**src/lin_pkg.sv**
```systemverilog
// shared defaults for the multi-channel linear conditioner
// NCH is assumed a power of two and at least 2; modules derive their own tag width
// gain is signed fixed point with DWM-2 fraction bits, so 1.0 = 2**(DWM-2)
`default_nettype none

package lin_pkg;

  //////////////////////////////////////////////////////////////////////
  // channels
  //////////////////////////////////////////////////////////////////////

  parameter int unsigned NCH = 4;           // lanes built by the top level
  parameter int unsigned CHW = $clog2(NCH); // channel tag width

  //////////////////////////////////////////////////////////////////////
  // data widths
  //////////////////////////////////////////////////////////////////////

  parameter int unsigned DWI = 14;  // input sample, signed
  parameter int unsigned DWO = 14;  // output sample, signed
  parameter int unsigned DWM = 16;  // gain, signed, DWM-2 fraction bits
  parameter int unsigned DWS = DWO; // offset, same scale as output

  //////////////////////////////////////////////////////////////////////
  // configuration address layout
  //////////////////////////////////////////////////////////////////////

  // addr = {channel, select}
  parameter int unsigned CFG_AW = CHW + 1;
  parameter int unsigned CFG_DW = 16;     // write data width

  parameter logic CFG_SEL_GAIN = 1'b0;    // select bit for gain register
  parameter logic CFG_SEL_OFFS = 1'b1;    // select bit for offset register

endpackage

`default_nettype wire

```
**src/lin_cfg_regs.sv**
```systemverilog
// per-channel gain and offset registers, write only, no readback
// address is {channel, select}; writes to a channel at or above NCH are dropped
// DWM and DWS must not exceed the 16-bit write data
`timescale 1ns/1ps
`default_nettype none

module lin_cfg_regs #(
  parameter  int unsigned NCH = lin_pkg::NCH,
  parameter  int unsigned DWM = lin_pkg::DWM,
  parameter  int unsigned DWS = lin_pkg::DWS,
  localparam int unsigned CHW = $clog2(NCH)
)(
  input  logic                          sti,
  input  logic                          rst_n,
  // write strobe, no handshake
  input  logic                          cfg_we,
  input  logic [CHW:0]                  cfg_addr,
  input  logic [lin_pkg::CFG_DW-1:0]    cfg_wdata,
  // per lane configuration
  output logic signed [DWM-1:0]         gain [NCH],
  output logic signed [DWS-1:0]         offs [NCH]
);

  //////////////////////////////////////////////////////////////////////
  // address decode
  //////////////////////////////////////////////////////////////////////

  // unity gain, DWM-2 fraction bits
  localparam logic signed [DWM-1:0] GAIN_ONE = DWM'(1) << (DWM-2);

  logic [CHW-1:0] wr_chan;  // target channel
  logic           wr_sel;   // gain or offset
  logic           wr_ok;    // strobe with channel in range

  assign wr_chan = cfg_addr[CHW:1];
  assign wr_sel  = cfg_addr[0];
  assign wr_ok   = cfg_we && (int'(wr_chan) < int'(NCH));

  //////////////////////////////////////////////////////////////////////
  // register array
  //////////////////////////////////////////////////////////////////////

  // reset gives identity transfer on every lane
  always_ff @(posedge sti) begin
    if (!rst_n) begin
      for (int k = 0; k < NCH; k++) begin
        gain[k] <= GAIN_ONE;
        offs[k] <= '0;
      end
    end else if (wr_ok) begin
      if (wr_sel == lin_pkg::CFG_SEL_GAIN) begin
        gain[wr_chan] <= signed'(cfg_wdata[DWM-1:0]);  // full word
      end else begin
        offs[wr_chan] <= signed'(cfg_wdata[DWS-1:0]);  // low bits only
      end
    end
  end

  // lanes see the new value one cycle after the strobe
  // no hazard protection against samples already in flight

endmodule

`default_nettype wire

```
**config.mk**
```make
export PLATFORM = sky130hd
export DESIGN_NAME = lin_cfg_regs
export DESIGN_NICKNAME = d
export VERILOG_FILES = /design/src/lin_pkg.sv /design/src/lin_cfg_regs.sv
export SDC_FILE = /design/constraint.sdc
export NUM_CORES = 1
export LEC_CHECK = 0
export ABC_CLOCK_PERIOD_IN_PS = 3250
export BUFFER_PORTS_ARGS = -buffer_cell sky130_fd_sc_hd__buf_2
export CAP_MARGIN = 10
export CORE_ASPECT_RATIO = 0.6
export CORE_UTILIZATION = 54
export CTS_CLUSTER_DIAMETER = 120
export CTS_CLUSTER_SIZE = 28
export DETAILED_ROUTE_END_ITERATION = 8
export GPL_TIMING_DRIVEN = 0
export PLACE_DENSITY = 0.84
export REMOVE_ABC_BUFFERS = 1
export SYNTH_ARGS = -nofsm -noshare
export SYNTH_HDL_FRONTEND = slang
export SYNTH_SLANG_ARGS = --single-unit
```
**constraint.sdc**
```tcl
create_clock -name sti -period 3.25 [get_ports sti]
set_input_delay 0.325 -clock sti [delete_from_list [all_inputs] [get_ports sti]]
set_output_delay 0.325 -clock sti [all_outputs]
set_load 0.02 [all_outputs]
```
==> results.json <==
{
  "dp_hpwl_um": 7195,
  "wl_per_cell_um": 16.12,
  "die_h_um": 72.61,
  "setup_viol": 0,
  "drc": 0,
  "area_growth_pct": 28.56,
  "hold_viol_final": 0,
  "timing.hold.ws_ps": 238.5,
  "place_congestion": 0.6941,
  "wl_um": 10790,
  "netlist_instances": 416,
  "core_um2": 7976,
  "cts_tree": "built",
  "final_cells": 669,
  "die_w_um": 119.7,
  "min_to": "gain[30]$_SDFFE_PN1P_",
  "fmax_mhz": 672.3,
  "skew_ps": 0,
  "hold_start": "cfg_wdata[14]",
  "maxCapViolCount": 0,
  "worstSetupStartpointType": "input pin",
  "irDropWorstVdd_mv": 0.4754,
  "end_kind": "flop",
  "root_buffer": "clkbuf_16",
  "nets": 573,
  "row_count": 25,
  "layout_commonest_cell": "buf_2",
  "antenna_found_initial": 0,
  "cp.arrival_ps": 1760,
  "ys_warn_count": 0,
  "slew_headroom": 0.4153,
  "slew_violations": 0,
  "io_buffer_count": 141,
  "grt_pass1_vias": 3381,
  "overflow": 0,
  "tns_ps": 0,
  "num_vias": 3366,
  "run_status": "finished, final reports clean",
  "cts_setup_buffers": 0,
  "worst_pin_slew_ps": 873.4,
  "r2r-end": "offs[50]$_SDFFE_PN0P_",
  "ys_seq_elements": 120,
  "reg2reg_from": "offs[50]$_SDFFE_PN0P_",
  "htreeDepth": 4,
  "grt_pass1_wl_um": 17140,
  "placed_cells": 640,
  "cts_buffer_depth": 2,
  "diodes": 0,
  "fin_crit_sh": 0.4577,
  "cellPowerDensity_nw_per_um2": 602.6,
  "hp-class": "input pin to flop",
  "ys_types": 15,
  "syn_avg_cell_area_um2": 10.79,
  "drt_iter0_markers": 140,
  "grt_usage": 0.2619,
  "grt_setup_unrepaired": "no",
  "drt_pass1_iterations": 4,
  "numCtsBuffers": 17,
  "start_util": 0.5625,
  "r2r_slack_ps": 2560,
  "cts_sinks": 120,
  "cts_hold_buf": 0,
  "ios": 142,
  "ant_nets": 0,
  "critPathKind": "input pin to flop",
  "final_cell_mix": "140 x buf_2, 131 x nand2_1, 120 x mux2i_1, 120 x dfxtp_1, 17 x clkbuf_16",
  "dieArea_um2": 8689,
  "cts_resized": 0,
  "cp_max_fo": 8,
  "p_leak_nw": 3.234,
  "layout-drive-gt1-share": 0.3155,
  "insertion_delay_ps": 400,
  "syn-cell-area_um2": 4487,
  "synth-seq-area-share": 0.5354,
  "rr_worst_depth": 2,
  "clkTransAtPathRegs_ps": 50,
  "critPathRequiredTime_ps": 3520,
  "vias_per_cell": 5.031,
  "grt_max_degree": 70,
  "fin_crit_ps": 1487,
  "whs_path_depth": 3
}
==> worst max-delay path: stages <==
cell and delay (ps):
buf_2 180, nand4bb_1 600, buf_6 360, buf_6 160, mux2i_1 130
==> through the flow <==
| step | utilization | cell area, um2 | setup WS [ps] | total power, W |
|---|---|---|---|---|
| finish | 0.7231 | 5768 | 1763 | 0.003476 |
| global route | 0.7231 | 5768 | 1659 | 0.003586 |
| CTS | 0.7231 | 5768 | 1778 | 0.003500 |
| detailed placement | 0.6543 | 5219 | 1402 | 0.001776 |
| global placement | 0.6386 | 5094 | 482.8 | 0.001759 |
| floorplan | - | 4253 | 1716 | 0.001668 |
==> synth_stat cells (all sizes together) <==
| cell | instances | area share |
|---|---|---|
| nor4b | 1 | 0.0053 |
| dfxtp | 120 | 0.54 |
| nand4 | 1 | 0.0028 |
| nand4b | 3 | 0.013 |
| buf | 26 | 0.047 |
| nor2b | 5 | 0.0070 |
| nand2 | 131 | 0.11 |
| nand4bb | 3 | 0.0075 |
| mux2i | 120 | 0.27 |
| clkbuf | 6 | 0.0050 |
==> report_power, final <==
group | switching, W | internal [W] | leakage, nW | total [W]
logic | 0.000147 | 0.0000780 | 1.99 | 0.000225
registers | 0.0000166 | 0.00151 | 0.971 | 0.00152
clock network | 0.000591 | 0.00114 | 0.272 | 0.00173
total | 0.000755 | 0.00272 | 3.23 | 0.00348
==> how the worst max path moves through the flow <==
stage / from / endpoint / slack (ps)
after detailed placement: cfg_addr[0] / gain[48]$_SDFFE_PN0P_ / 1400
after floorplan: cfg_addr[0] / gain[48]$_SDFFE_PN0P_ / 1720
after global routing: cfg_addr[0] / gain[50]$_SDFFE_PN0P_ / 1660
after CTS: cfg_addr[0] / gain[48]$_SDFFE_PN0P_ / 1780
after global placement: rst_n / gain[1]$_SDFFE_PN0P_ / 480
final: cfg_addr[0] / gain[17]$_SDFFE_PN0P_ / 1760
==> state kept, by name, summed over array words and instances (netlist names) <==
name	flops
offs	56
gain	64
==> cell families (layout without fill, tap and decap cells) <==
family / count (synthesis) / count (layout) / share of synthesized area
buffers and inverters: 32 / 177 / 0.05215
DFF: 120 / 120 / 0.5354
muxes: 120 / 120 / 0.2677
and+or+nand+nor: 144 / 144 / 0.1447
==> cell type report <==
cell class	count	area, um2
clock inverter	3	40.04
timing repair buffer	148	830.8
sequential	120	2402
multi-input combinational	264	1851
tap	108	135.1
fill	620	2208
clock buffer	26	509.2
==> per-layer routing <==
metal / up-vias / wire, um / GRT usage
met4: 0 / 99 / 0.1028
li1: 1647 / - / -
met1: 1592 / 4898 / 0.3256
met5: - / 0 / 0
met2: 115 / 4971 / 0.4213
met3: 12 / 817 / 0.09297
(Power assumes the default switching activity.)
