===== src/lin_pkg.sv =====
// shared defaults for the multi-channel linear conditioner
// NCH is assumed a power of two and at least 2; modules derive their own tag width
// gain is signed fixed point with DWM-2 fraction bits, so 1.0 = 2**(DWM-2)
`default_nettype none

package lin_pkg;

  //////////////////////////////////////////////////////////////////////
  // channels
  //////////////////////////////////////////////////////////////////////

  parameter int unsigned NCH = 4;           // lanes built by the top level
  parameter int unsigned CHW = $clog2(NCH); // channel tag width

  //////////////////////////////////////////////////////////////////////
  // data widths
  //////////////////////////////////////////////////////////////////////

  parameter int unsigned DWI = 14;  // input sample, signed
  parameter int unsigned DWO = 14;  // output sample, signed
  parameter int unsigned DWM = 16;  // gain, signed, DWM-2 fraction bits
  parameter int unsigned DWS = DWO; // offset, same scale as output

  //////////////////////////////////////////////////////////////////////
  // configuration address layout
  //////////////////////////////////////////////////////////////////////

  // addr = {channel, select}
  parameter int unsigned CFG_AW = CHW + 1;
  parameter int unsigned CFG_DW = 16;     // write data width

  parameter logic CFG_SEL_GAIN = 1'b0;    // select bit for gain register
  parameter logic CFG_SEL_OFFS = 1'b1;    // select bit for offset register

endpackage

`default_nettype wire


===== src/lin_dispatch.sv =====
// one-entry input buffer that steers each sample to the lane named by its tag
// in_chan is assumed below NCH; full rate when the target lane keeps accepting
`timescale 1ns/1ps
`default_nettype none

module lin_dispatch #(
  parameter  int unsigned NCH = lin_pkg::NCH,
  parameter  int unsigned DWI = lin_pkg::DWI,
  localparam int unsigned CHW = $clog2(NCH)
)(
  input  logic                  sti,
  input  logic                  rst_n,
  // tagged input stream
  input  logic                  in_vld,
  output logic                  in_rdy,
  input  logic signed [DWI-1:0] in_dat,
  input  logic [CHW-1:0]        in_chan,
  input  logic                  in_lst,
  // lane side, shared data
  output logic [NCH-1:0]        ln_vld,
  input  logic [NCH-1:0]        ln_rdy,
  output logic signed [DWI-1:0] ln_dat,
  output logic                  ln_lst
);

  //////////////////////////////////////////////////////////////////////
  // buffer
  //////////////////////////////////////////////////////////////////////

  logic                  buf_vld;   // entry occupied
  logic signed [DWI-1:0] buf_dat;
  logic [CHW-1:0]        buf_chan;  // target lane
  logic                  buf_lst;

  logic                  buf_trn;   // entry taken by its lane
  logic                  in_trn;

  assign buf_trn = buf_vld & ln_rdy[buf_chan];
  assign in_rdy  = ~buf_vld | buf_trn;  // refill while draining
  assign in_trn  = in_vld & in_rdy;

  always_ff @(posedge sti) begin
    if (!rst_n) begin
      buf_vld <= 1'b0;
    end else if (in_rdy) begin
      buf_vld <= in_vld;
    end
  end

  // payload, no reset
  always_ff @(posedge sti) begin
    if (in_trn) begin
      buf_dat  <= in_dat;
      buf_chan <= in_chan;
      buf_lst  <= in_lst;
    end
  end

  //////////////////////////////////////////////////////////////////////
  // lane select
  //////////////////////////////////////////////////////////////////////

  // only the target lane sees valid
  always_comb begin
    for (int k = 0; k < NCH; k++) begin
      ln_vld[k] = buf_vld && (buf_chan == CHW'(k));
    end
  end

  assign ln_dat = buf_dat;  // same bus to every lane
  assign ln_lst = buf_lst;

endmodule

`default_nettype wire


===== config.mk =====
export PLATFORM = sky130hd
export DESIGN_NAME = lin_dispatch
export DESIGN_NICKNAME = d
export VERILOG_FILES = /design/src/lin_pkg.sv /design/src/lin_dispatch.sv
export SDC_FILE = /design/constraint.sdc
export NUM_CORES = 1
export LEC_CHECK = 0
export BUFFER_PORTS_ARGS = -buffer_cell sky130_fd_sc_hd__buf_2
export CAP_MARGIN = 40
export CORE_AREA = 2 2 46 48
export CTS_CLUSTER_SIZE = 12
export DETAILED_ROUTE_END_ITERATION = 12
export DIE_AREA = 0 0 48 50
export HOLD_SLACK_MARGIN = 0.08
export PLACE_DENSITY = 0.68
export SYNTH_ARGS = -nofsm -noshare
export SYNTH_HDL_FRONTEND = slang
export SYNTH_SLANG_ARGS = --single-unit

===== constraint.sdc =====
create_clock -name sti -period 7.2 [get_ports sti]
set_clock_uncertainty 0.15 [all_clocks]
set_input_delay 0.36 -clock sti [delete_from_list [all_inputs] [get_ports sti]]
set_output_delay 0.36 -clock sti [all_outputs]
set_load 0.02 [all_outputs]

==> results_dict.tcl <==
set metrics [dict create \
    hold_depth 1 \
    fin_crit_sh_pct 27.2 \
    criticalPathCategory "register to primary output" \
    critPathSlowestCell "edfxtp_1" \
    numPortBuffers 43 \
    fmax_ghz 0.510 \
    switching_share_pct 23.2 \
    fin_nets 107 \
    synth.area.top_cells "edfxtp_1 (79%), dfxtp_1 (3.1%), mux2i_1 (3.1%)" \
    critPathArrivalTime_ns 1.45 \
    yosys_warnings 0 \
    setup_viol 0 \
    combinationalPowerShare_pct 15.2 \
    ys_seq_elements 18 \
    dr.max_layer_used "met4" \
    final.setup.tns_ns 0 \
    cp_max_fo 6 \
    drt-met1-wl_um 517 \
    worst_slew_pin_slew_ns 0.345 \
    die_w_um 48 \
    pwr-share-seq_pct 61.2 \
    rr_worst_depth 3 \
    stdcell_count 109 \
    grt_pass1_vias 401 \
    met3WireLength_um 126 \
    p_int_mw 0.157 \
    final_cell_mix "buf_2 (43), edfxtp_1 (17), clkbuf_4 (3)" \
    final_common_cell "buf_2" \
    netlist_area_um2 647 \
    crit_path_end_kind "primary output" \
    cts_max_level 1 \
    cts_resized 0 \
    hold_violations 0 \
    diodes 0 \
    synth.yosys.seq_area_share_pct 82.0 \
    grt_max_degree 18 \
    cts_tree "built" \
    critPathRequiredTime_ns 6.69 \
    hold_path_class "input pin to register" \
    num_rows 16 \
    first_pass_iters 2 \
    slew_violations 0 \
    ant_nets 0 \
    maxCapViolations 0 \
    gp_congestion 0.627 \
    wl_per_cell_um 10.2 \
    drc_errors 0 \
    vias 452 \
    worstPathCellList "mux2i_1, a22oi_1, buf_2" \
    cts_sinks 18 \
    rsz0062_at_grt "false" \
    grt_pass1_wl_mm 1.64 \
    syn_nets 57 \
    leakage_nw 0.438 \
    cp-start-kind "register" \
    pwr-share-clk_pct 23.6 \
    period_minus_slack_ns 1.96 \
    avgSynthCellArea_um2 19.6 \
    avgViaCountPerCell 4.15 \
    clockBufferDepth 2 \
    wl_mm 1.12 \
    relSlewSlack_pct 76.3 \
    die-area_mm2 0.00240 \
    netlist_instances 33 \
    synth_area_leader_cell "edfxtp_1" \
    synth_cell_types 14 \
    dieHeight_um 50 \
    ir_worst_vdd_v 0.000113 \
    layout-drive-gt1-share_pct 63.4 \
    syn_to_final_growth_pct 46.2 \
    clock_latency_ns 0.28 \
    grt_overflow 0 \
    initial_utilization_pct 34.0 \
    max_stage_delay_ns 0.46 \
    status "completed" \
    antenna_found_initial 0 \
    wl_met2_um 466 \
    synth.top_cell.area_share_pct 78.9 \
    core_area_mm2 0.00190 \
    drtIter0Drc 10 \
    powerDensity_mw_per_mm2 216 \
    cts_root_buf "clkbuf_4" \
    grt.total_usage_pct 9.56 \
    power_switching_mw 0.0475 \
    clkTransAtPathRegs_ns 0.09 \
    cts_buffers 3 \
    placedCellCount 104 \
    io_pins 44 \
]
[Yosys cell counts]
cell type  instances
and2_2             1
nor2b_1            1
inv_1              1
dfxtp_1            1
a22oi_1            1
a221o_1            1
mux2i_1            2
a221oi_1           1
and3_1             1
edfxtp_1          17
and2_1             2
and2b_2            2
and3_2             1
and3b_1            1
[layer usage]
metal / track usage [%] / vias to the layer above
met5: 0 / -
met4: 4.05 / 0
met3: 3.30 / 2
met2: 13.3 / 28
met1: 13.3 / 195
li1: - / 227
[critical path, delay by kind of cell, from the launching register on]
family                 cells  cell delay, ns
buffers and inverters      1            0.18
DFF                        1            0.46
AOI/OAI and AO/OA          1            0.15
muxes                      1            0.38
[registers in the layout, summed over array words and instances (netlist names)]
register	count
ln_lst	1
ln_dat	14
buf_vld	1
buf_chan	2
[power groups by stage]
stage | sequential, mW | combinational (mW) | clock, mW
4_1_cts | 0.125 | 0.0310 | 0.0510
5_1_grt | 0.126 | 0.0337 | 0.0563
3_5_place_dp | 0.128 | 0.0311 | 0
6_report | 0.125 | 0.0311 | 0.0483
2_1_floorplan | 0.136 | 0.00847 | 0
3_3_place_gp | 0.128 | 0.0304 | 0
[worst paths after layout]
kind | slack, ns | start | to
max | 5.24 | buf_chan[0] | in_rdy
min | 0.1 | in_dat[12] | ln_dat[12]
max reg2reg | 5.46 | buf_chan[0] | buf_chan[1]
min reg2reg | 0.53 | buf_vld | buf_vld
[cell families (layout without fill, tap and decap cells)]
kind of cell / Yosys count / in the layout / synth area share [%]
AND/OR/NAND/NOR: 9 / 9 / 10.3
buffers and inverters: 1 / 50 / 0.580
multiplexers: 2 / 2 / 3.09
flip-flops: 18 / 18 / 82.0
AO/OA/AOI/OAI: 3 / 3 / 4.06
[area by class of cell]
| type | count | area (µm²) |
|---|---|---|
| Inverter | 1 | 3.75 |
| Clock buffer | 4 | 26.3 |
| Tap cell | 27 | 33.8 |
| Timing Repair Buffer | 45 | 233 |
| Fill cell | 170 | 956 |
| Sequential cell | 18 | 531 |
| Multi-Input combinational cell | 14 | 119 |
[through the flow]
stage / worst slack [ns] / hold slack (ns) / util [%] / instance area [µm²] / total power [mW]
2_1_floorplan: 4.58 / 0.309 / - / 647 / 0.144
5_1_grt: 5.17 / 0.0809 / 49.7 / 946 / 0.216
6_report: 5.24 / 0.0992 / 49.7 / 946 / 0.205
4_1_cts: 5.24 / 0.0877 / 49.2 / 936 / 0.207
3_5_place_dp: 5.46 / 0.388 / 47.8 / 910 / 0.159
3_3_place_gp: 5.55 / 0.387 / 47.8 / 910 / 0.158
[what timing repair did]
| item | in CTS | in global routing |
|---|---|---|
| hold buffers | 0 | 1 |
| endpoints found under the hold margin | 0 | 1 |
| buffers inserted | 0 | 0 |
No activity file was read; power rests on OpenSTA's default activity.
