<file path="src/lin_pkg.sv">
// shared defaults for the multi-channel linear conditioner
// NCH is assumed a power of two and at least 2; modules derive their own tag width
// gain is signed fixed point with DWM-2 fraction bits, so 1.0 = 2**(DWM-2)
`default_nettype none

package lin_pkg;

  //////////////////////////////////////////////////////////////////////
  // channels
  //////////////////////////////////////////////////////////////////////

  parameter int unsigned NCH = 4;           // lanes built by the top level
  parameter int unsigned CHW = $clog2(NCH); // channel tag width

  //////////////////////////////////////////////////////////////////////
  // data widths
  //////////////////////////////////////////////////////////////////////

  parameter int unsigned DWI = 14;  // input sample, signed
  parameter int unsigned DWO = 14;  // output sample, signed
  parameter int unsigned DWM = 16;  // gain, signed, DWM-2 fraction bits
  parameter int unsigned DWS = DWO; // offset, same scale as output

  //////////////////////////////////////////////////////////////////////
  // configuration address layout
  //////////////////////////////////////////////////////////////////////

  // addr = {channel, select}
  parameter int unsigned CFG_AW = CHW + 1;
  parameter int unsigned CFG_DW = 16;     // write data width

  parameter logic CFG_SEL_GAIN = 1'b0;    // select bit for gain register
  parameter logic CFG_SEL_OFFS = 1'b1;    // select bit for offset register

endpackage

`default_nettype wire

</file>
<file path="src/lin_lane.sv">
// one conditioning lane: sat(floor(x*gain / 2**(DWM-2)) + offs), result floored
// three register stages, 3 cycles without back-pressure, up to 3 samples held
// gain and offs are sampled live, so changes hit whatever is in flight
`timescale 1ns/1ps
`default_nettype none

module lin_lane #(
  parameter int unsigned DWI = lin_pkg::DWI,
  parameter int unsigned DWO = lin_pkg::DWO,
  parameter int unsigned DWM = lin_pkg::DWM
)(
  input  logic                  sti,
  input  logic                  rst_n,
  // input stream
  input  logic                  si_vld,
  output logic                  si_rdy,
  input  logic signed [DWI-1:0] si_dat,
  input  logic                  si_lst,
  // configuration
  input  logic signed [DWM-1:0] gain,
  input  logic signed [DWO-1:0] offs,
  // output stream
  output logic                  so_vld,
  input  logic                  so_rdy,
  output logic signed [DWO-1:0] so_dat,
  output logic                  so_lst
);

  localparam int unsigned PW = DWI + DWM;  // full product
  localparam int unsigned HW = DWI + 2;    // product after shift
  // sum must hold shifted product plus offset without wrap
  localparam int unsigned SW = ((HW > DWO) ? HW : DWO) + 1;

  //////////////////////////////////////////////////////////////////////
  // stage 1, multiply
  //////////////////////////////////////////////////////////////////////

  logic                 mul_vld;
  logic signed [PW-1:0] mul_dat;
  logic                 mul_lst;
  logic                 sum_in_rdy;  // stage 2 can take

  assign si_rdy = sum_in_rdy | ~mul_vld;

  always_ff @(posedge sti) begin
    if (!rst_n) begin
      mul_vld <= 1'b0;
    end else if (si_rdy) begin
      mul_vld <= si_vld;
    end
  end

  always_ff @(posedge sti) begin
    if (si_vld && si_rdy) begin
      mul_dat <= si_dat * gain;  // signed, full width
      mul_lst <= si_lst;
    end
  end

  //////////////////////////////////////////////////////////////////////
  // stage 2, shift and offset
  //////////////////////////////////////////////////////////////////////

  logic signed [PW-1:0] shf_dat;     // arithmetic shift = floor
  logic                 sum_vld;
  logic signed [SW-1:0] sum_dat;
  logic                 sum_lst;
  logic                 sat_in_rdy;  // stage 3 can take

  assign shf_dat    = mul_dat >>> (DWM-2);
  assign sum_in_rdy = sat_in_rdy | ~sum_vld;

  always_ff @(posedge sti) begin
    if (!rst_n) begin
      sum_vld <= 1'b0;
    end else if (sum_in_rdy) begin
      sum_vld <= mul_vld;
    end
  end

  always_ff @(posedge sti) begin
    if (mul_vld && sum_in_rdy) begin
      sum_dat <= SW'(shf_dat) + SW'(offs);  // both sign extended
      sum_lst <= mul_lst;
    end
  end

  //////////////////////////////////////////////////////////////////////
  // stage 3, saturate
  //////////////////////////////////////////////////////////////////////

  logic sum_ovf;  // upper bits not a pure sign extension

  assign sat_in_rdy = so_rdy | ~so_vld;
  assign sum_ovf    = (sum_dat[SW-1:DWO-1] != '0) && (sum_dat[SW-1:DWO-1] != '1);

  always_ff @(posedge sti) begin
    if (!rst_n) begin
      so_vld <= 1'b0;
    end else if (sat_in_rdy) begin
      so_vld <= sum_vld;
    end
  end

  always_ff @(posedge sti) begin
    if (sum_vld && sat_in_rdy) begin
      if (sum_ovf) begin
        // clip to the limit on the side of the sign
        so_dat <= {sum_dat[SW-1], {(DWO-1){~sum_dat[SW-1]}}};
      end else begin
        so_dat <= sum_dat[DWO-1:0];
      end
      so_lst <= sum_lst;
    end
  end

endmodule

`default_nettype wire

</file>
<file path="config.mk">
export PLATFORM = sky130hd
export DESIGN_NAME = lin_lane
export DESIGN_NICKNAME = d
export VERILOG_FILES = /design/src/lin_pkg.sv /design/src/lin_lane.sv
export SDC_FILE = /design/constraint.sdc
export NUM_CORES = 1
export LEC_CHECK = 0
export ABC_AREA = 1
export ABC_CLOCK_PERIOD_IN_PS = 9500
export BUFFER_PORTS_ARGS = -buffer_cell sky130_fd_sc_hd__buf_2
export CAP_MARGIN = 20
export CORE_ASPECT_RATIO = 1.5
export CORE_MARGIN = 4
export CORE_UTILIZATION = 42
export CTS_BUF_LIST = sky130_fd_sc_hd__clkbuf_2 sky130_fd_sc_hd__clkbuf_4 sky130_fd_sc_hd__clkbuf_8
export CTS_CLUSTER_SIZE = 25
export DETAILED_ROUTE_END_ITERATION = 10
export PLACE_DENSITY = 0.69
export SKIP_CTS_REPAIR_TIMING = 1
export SLEW_MARGIN = 20
export SYNTH_ARGS = -nofsm -noshare
export SYNTH_HDL_FRONTEND = slang
export SYNTH_SLANG_ARGS = --single-unit
</file>
<file path="constraint.sdc">
create_clock -name sti -period 9.5 [get_ports sti]
set_input_delay 1.9 -clock sti [delete_from_list [all_inputs] [get_ports sti]]
set_output_delay 1.9 -clock sti [all_outputs]
set_load 0.05 [all_outputs]
</file>
==> impl_metrics.tcl, run 1 <==
set metrics [dict create \
    detail_route.vias_per_cell 4.85 \
    nNetsFinal 1852 \
    synth-warning-count 0 \
    wirelength_mm 25.8 \
    cts_inserted_buffers 5 \
    critical-path-top-delay-family "adder cells" \
    number_of_vias_after_detailed_routing 8936 \
    critical-path-max-stage-delay_ns 0.76 \
    synth_nets 1823 \
    place.gp.congestion 0.875 \
    syn-mean-instance-area_um2 7.84 \
    first_pass_iters 4 \
    timing_max_transition_violations_final 0 \
    worstPathCellList "buf_2 -> nand2_1 -> fa_1 -> inv_1 -> fa_1 -> inv_1 -> fa_1 -> fa_1 -> fa_1 -> fa_1 -> inv_1 -> ha_1 -> nand2_1 -> nor4_1 -> nand3_1 -> nand4_1 -> nand2_1" \
    critPathBufInv 4 \
    synth_area_um2 11500 \
    number_of_register_bits_inferred_by_synthesis 53 \
    crit_path_start_kind "input pin" \
    grt_usage_pct 18.6 \
    critical_path_peak_fanout 16 \
    crit_required_ns 9.57 \
    cts_root_buf "clkbuf_8" \
    timing.critical_path.to_type "flip-flop" \
    postSynth.asyncResetShare_pct 0 \
    max-clock-path-buffers 2 \
    rsz0062_at_grt "false" \
    crit_path_top_delay_cell "fa_1" \
    clk_pin_slew_ns 0.10 \
    die_w_um 143 \
    drc_errors 0 \
    timing.critical_path.mode_cell "fa_1" \
    io_buffers 65 \
    row_count 74 \
    tritoncts "done" \
    worst-slew-pin-transition_ns 0.802 \
    count_of_flip_flops_with_a_built_in_enable_after_synthesis 50 \
    post_synth_inst_count 1471 \
    timing.setup.tns_ns 0 \
    signed_area_change_from_the_synthesized_netlist_to_the_final_layout_pct 6.00 \
    core_region_area_um2 27100 \
    post-synth-top-area-cell "fa_1" \
    pin_count_of_the_biggest_net_entering_global_routing 19 \
    finalCritPeriodShare_pct 75.0 \
    final_layout_size_suffix_gt1_share_pct 6.13 \
    worstSkewPairLatency_ns 0.31 \
    detail_route.wl_per_cell_um 14.0 \
    layout_min_cycle_time_ns 7.13 \
    synth.top_cells.by_area "fa_1, inv_1, nand2_1" \
    worstHoldPathType "reg -> reg" \
    yosys.cell_types.count 28 \
    grt_overflow_total 0 \
    number_of_routed_nets_with_antenna_violations 0 \
    synthFlopType "edfxtp_1" \
    worst-endpoint-arrival_ns 7.19 \
    first_global_vias 9970 \
    worst-setup-path-type "in -> reg" \
    outcome "completed" \
    max_freq_ghz 0.140 \
    design.die.area_um2 30200 \
    antenna_found_initial 1 \
    fillerInstances 2745 \
    cts.sink_count 53 \
    setup_violations 0 \
    drt_iter0_drc 346 \
    report.final.hold_viol_count 0 \
    detailed_placement_wirelength_estimate_mm 22.6 \
    htree_num_levels 2 \
    grt_first_pass_wirelength_mm 45.5 \
    synth-seq-area-share_pct 13.5 \
    clock-skew-final_ns 0.00629 \
    synth_largest_type_area_fraction_pct 38.0 \
    ioPinCount 66 \
    die_h_um 211 \
    slew_headroom_pct 46.3 \
    maxCapViolations 0 \
    initial_core_util_pct 42.5 \
]
## cell usage after synthesis, types with 2 or more instances
| master | number |
|---|---|
| a21oi_1 | 44 |
| clkbuf_1 | 43 |
| dfxtp_1 | 3 |
| edfxtp_1 | 50 |
| fa_1 | 219 |
| ha_1 | 84 |
| inv_1 | 428 |
| nand2_1 | 407 |
| nand2_2 | 5 |
| nand3_1 | 31 |
| nand3b_1 | 2 |
| nand4_1 | 7 |
| nor2_1 | 65 |
| nor2_2 | 4 |
| nor3_1 | 6 |
| nor4_1 | 5 |
| o21a_1 | 2 |
| o21ai_0 | 29 |
| o21bai_1 | 5 |
| or2_2 | 8 |
| xnor2_1 | 5 |
| xor2_1 | 13 |
## flip-flops by register name, indices dropped and copies added (netlist names)
name and cells:
so_lst 1, so_vld 1, mul_vld 1, mul_dat 16
sum_vld 1, sum_dat 17, sum_lst 1, mul_lst 1
so_dat 14
## logic make-up (layout without fill, tap and decap cells)
logic type	Yosys count	in the layout	share of synthesized area, %
and+or+nand+nor	540	540	18.7
buffers and inverters	472	502	15.4
adders and majority gates	303	303	47.1
AOI/OAI and AO/OA	85	85	3.93
DFF	53	53	13.5
xor gates and xnor gates	18	18	1.37
other	0	1	0
## per-layer routing
layer  vias to the layer above  track usage, %  part of all wire (%)
met5                         -               0                     0
met4                         0            8.74                   5.7
met3                       101           0.997                   2.8
met2                       224            36.2                    56
met1                      4307            20.1                    36
li1                       4304               -                     -
## through the flow
step | hold slack (ns) | instance area [um^2] | cells | util, % | worst slack, ns
after floorplan | 0.400 | 11500 | 1471 | - | 2.36
after global placement | 0.408 | 12100 | 1835 | 44.7 | 2.10
after detailed placement | 0.415 | 12100 | 1835 | 44.7 | 2.01
after CTS | 0.440 | 12200 | 1843 | 45.1 | 2.34
after global routing | 0.469 | 12200 | 1844 | 45.1 | 2.03
final | 0.434 | 12200 | 1844 | 45.1 | 2.37
## placed cells by master, fill, tap and decap left out, types with 2 or more instances in the layout
cell type    n
nor2_2       4
nand2_1    407
nor4_1       5
o21a_1       2
o21ai_0     29
nor3_1       6
nand4_1      7
fa_1       219
buf_2       65
xor2_1      13
nor2_1      65
edfxtp_1    50
nand3b_1     2
nand3_1     31
xnor2_1      5
ha_1        84
nand2_2      5
dfxtp_1      3
or2_2        8
a21oi_1     44
o21bai_1     5
inv_1      428
clkbuf_8     5
## layout make-up
class / instances / area [um^2] / share of cell area (%)
Antenna cell: 1 / 2.50 / 0.0205
Clock buffer: 5 / 68.8 / 0.563
Clock inverter: 3 / 25.0 / 0.205
Inverter: 428 / 1610 / 13.1
Multi-Input combinational cell: 946 / 8200 / 67.1
Sequential cell: 53 / 1560 / 12.8
Tap cell: 342 / 428 / 3.50
Timing Repair Buffer: 66 / 333 / 2.72
## path summary, 6_finish.rpt
kind	startpoint	endpoint	slack, ns	cells past startpoint
setup / recovery	si_dat[2]	mul_dat[25]$_DFFE_PP_	2.37	17
hold / removal	sum_lst$_DFFE_PP_	so_lst$_DFFE_PP_	0.43	0
setup reg to reg	mul_dat[14]$_DFFE_PP_	sum_dat[16]$_DFFE_PP_	7.50	11
hold reg to reg	sum_lst$_DFFE_PP_	so_lst$_DFFE_PP_	0.43	0
Power of run 1 is left out: the tool's default activity adds up to more than one toggle a clock period on the data nets, which glitch-free logic cannot reach.
==> run 2, diff against run 1 <==
--- a/config.mk
+++ b/config.mk
@@ -6,7 +6,7 @@
 export NUM_CORES = 1
 export LEC_CHECK = 0
 export ABC_AREA = 1
-export ABC_CLOCK_PERIOD_IN_PS = 9500
+export ABC_CLOCK_PERIOD_IN_PS = 6700
 export BUFFER_PORTS_ARGS = -buffer_cell sky130_fd_sc_hd__buf_2
 export CAP_MARGIN = 20
 export CORE_ASPECT_RATIO = 1.5
==> constraint.sdc (replaced) <==
create_clock -name sti -period 6.7 [get_ports sti]
set_input_delay 1.34 -clock sti [delete_from_list [all_inputs] [get_ports sti]]
set_output_delay 1.34 -clock sti [all_outputs]
set_load 0.05 [all_outputs]
==> impl_metrics.tcl, run 2 (synthesis gave the netlist of run 1 again) <==
set metrics [dict create \
    grt_first_pass_wirelength_mm 45.5 \
    count_of_placed_standard_cells_including_taps 1869 \
    pin_count_of_the_biggest_net_entering_global_routing 19 \
    detailed_placement_wirelength_estimate_mm 23.5 \
    critical-path-top-delay-family "adder cells" \
    outcome "completed" \
    grt_usage_pct 18.6 \
    crit_path_top_delay_cell "fa_2" \
    grt.met1_usage_pct 19.8 \
    final_layout_size_suffix_gt1_share_pct 8.27 \
    number_of_routed_nets_with_antenna_violations 0 \
    slew_headroom_pct 44.8 \
    rsz0062_at_grt "false" \
    report.final.hold_viol_count 0 \
    nNetsFinal 1886 \
    row_count 74 \
    critPathBufInv 4 \
    crit_path_start_kind "input pin" \
    io_buffers 65 \
    max_freq_ghz 0.157 \
    global_route.peak_usage_layer "met2" \
    setup_violations 0 \
    clk_pin_slew_ns 0.09 \
    cts.sink_count 53 \
    htree_num_levels 2 \
    worstPathCellList "buf_2 -> nand2_1 -> fa_1 -> inv_1 -> fa_2 -> fa_1 -> fa_1 -> fa_1 -> inv_1 -> fa_1 -> inv_1 -> ha_1 -> nand2_1 -> nor4_1 -> nand3_1 -> nand4_1 -> nand2_1" \
    timing_max_transition_violations_final 0 \
    first_pass_iters 8 \
    design.die.area_um2 30200 \
    clock-skew-final_ns 0.00611 \
    signed_area_change_from_the_synthesized_netlist_to_the_final_layout_pct 8.48 \
    worst-setup-path-type "in -> reg" \
    worstHoldPathType "reg -> reg" \
    crit_required_ns 6.75 \
    worstSkewPairLatency_ns 0.30 \
    layout_min_cycle_time_ns 6.36 \
    tritoncts "done" \
    worst-slew-pin-transition_ns 0.825 \
    drt_iter0_drc 402 \
    first_global_vias 9801 \
    critical_path_peak_fanout 8 \
    finalCritPeriodShare_pct 94.9 \
    regToRegSetupSlack_ns 4.68 \
    top_regs "sum_dat (17), mul_dat (16), so_dat (14)" \
    detail_route.wl_per_cell_um 14.1 \
    detail_route.vias_per_cell 4.82 \
    max-clock-path-buffers 2 \
    cts_inserted_buffers 5 \
    timing.critical_path.to_type "flip-flop" \
    drc_errors 0 \
    maxCapViolations 0 \
    number_of_vias_after_detailed_routing 9054 \
    initial_core_util_pct 42.5 \
    die_h_um 211 \
    critical-path-max-stage-delay_ns 0.68 \
    place.gp.congestion 0.888 \
    layout.cells.most_common "inv_1" \
    grtUsageMet2_pct 37.3 \
    largest_register "sum_dat" \
    timing.setup.tns_ns 0 \
    core_region_area_um2 27100 \
    grt_util_met3_pct 1.27 \
    die_w_um 143 \
    ioPinCount 66 \
    cts_root_buf "clkbuf_8" \
    grt_overflow_total 0 \
    worst-endpoint-arrival_ns 6.40 \
    layout_common_cells "inv_1, nand2_1, fa_1" \
    post_layout_nonfiller_instances 1877 \
    wirelength_mm 26.5 \
    fillerInstances 2697 \
    largest_register_ff_count 17 \
    antenna_found_initial 0 \
    timing.critical_path.mode_cell "fa_1" \
    antenna_cells_inserted 0 \
]
[run 2: worst paths after layout]
| check | from | endpoint | cells past startpoint |
|---|---|---|---|
| max | si_dat[3] | mul_dat[25]$_DFFE_PP_ | 17 |
| min | mul_lst$_DFFE_PP_ | sum_lst$_DFFE_PP_ | 0 |
| max reg2reg | mul_dat[14]$_DFFE_PP_ | sum_dat[16]$_DFFE_PP_ | 11 |
| min reg2reg | mul_lst$_DFFE_PP_ | sum_lst$_DFFE_PP_ | 0 |
[run 2: worst register-to-register path: stages (launching register included)]
cell	delay [ns]
edfxtp_1	0.35
ha_1	0.17
inv_1	0.06
fa_1	0.41
o21ai_2	0.27
nand2_1	0.08
nand2_1	0.10
nand3_1	0.07
nand2_1	0.10
nand2_1	0.06
nand2_1	0.05
nand2_1	0.06
[run 2: layer usage]
layer  wire [um]  vias up
met4        1210        0
met5           0        -
li1            -     4372
met1        9250     4394
met2       15200      215
met3         841       73
[run 2: final cells by class]
type / count / area, um^2 / share of cell area, %
inverter: 428 / 1610 / 12.8
clock buffer: 5 / 68.8 / 0.550
sequential: 53 / 1560 / 12.5
clock inverter: 3 / 43.8 / 0.350
tap: 342 / 428 / 3.42
timing repair buffer: 100 / 601 / 4.80
multi-input combinational: 946 / 8200 / 65.6
[run 2: through the flow]
| stage | worst slack [ns] | cell area, um^2 | hold slack [ns] | util, % |
|---|---|---|---|---|
| finish | 0.344 | 12500 | 0.450 | 46.1 |
| global route | 0.0119 | 12500 | 0.460 | 46.1 |
| CTS | 0.247 | 12500 | 0.452 | 46.1 |
| floorplan | 0.124 | 11500 | 0.400 | - |
| global placement | 0.0613 | 12400 | 0.407 | 45.7 |
| detailed placement | -0.0758 | 12400 | 0.423 | 45.7 |
Power of run 2 is left out for the same reason.
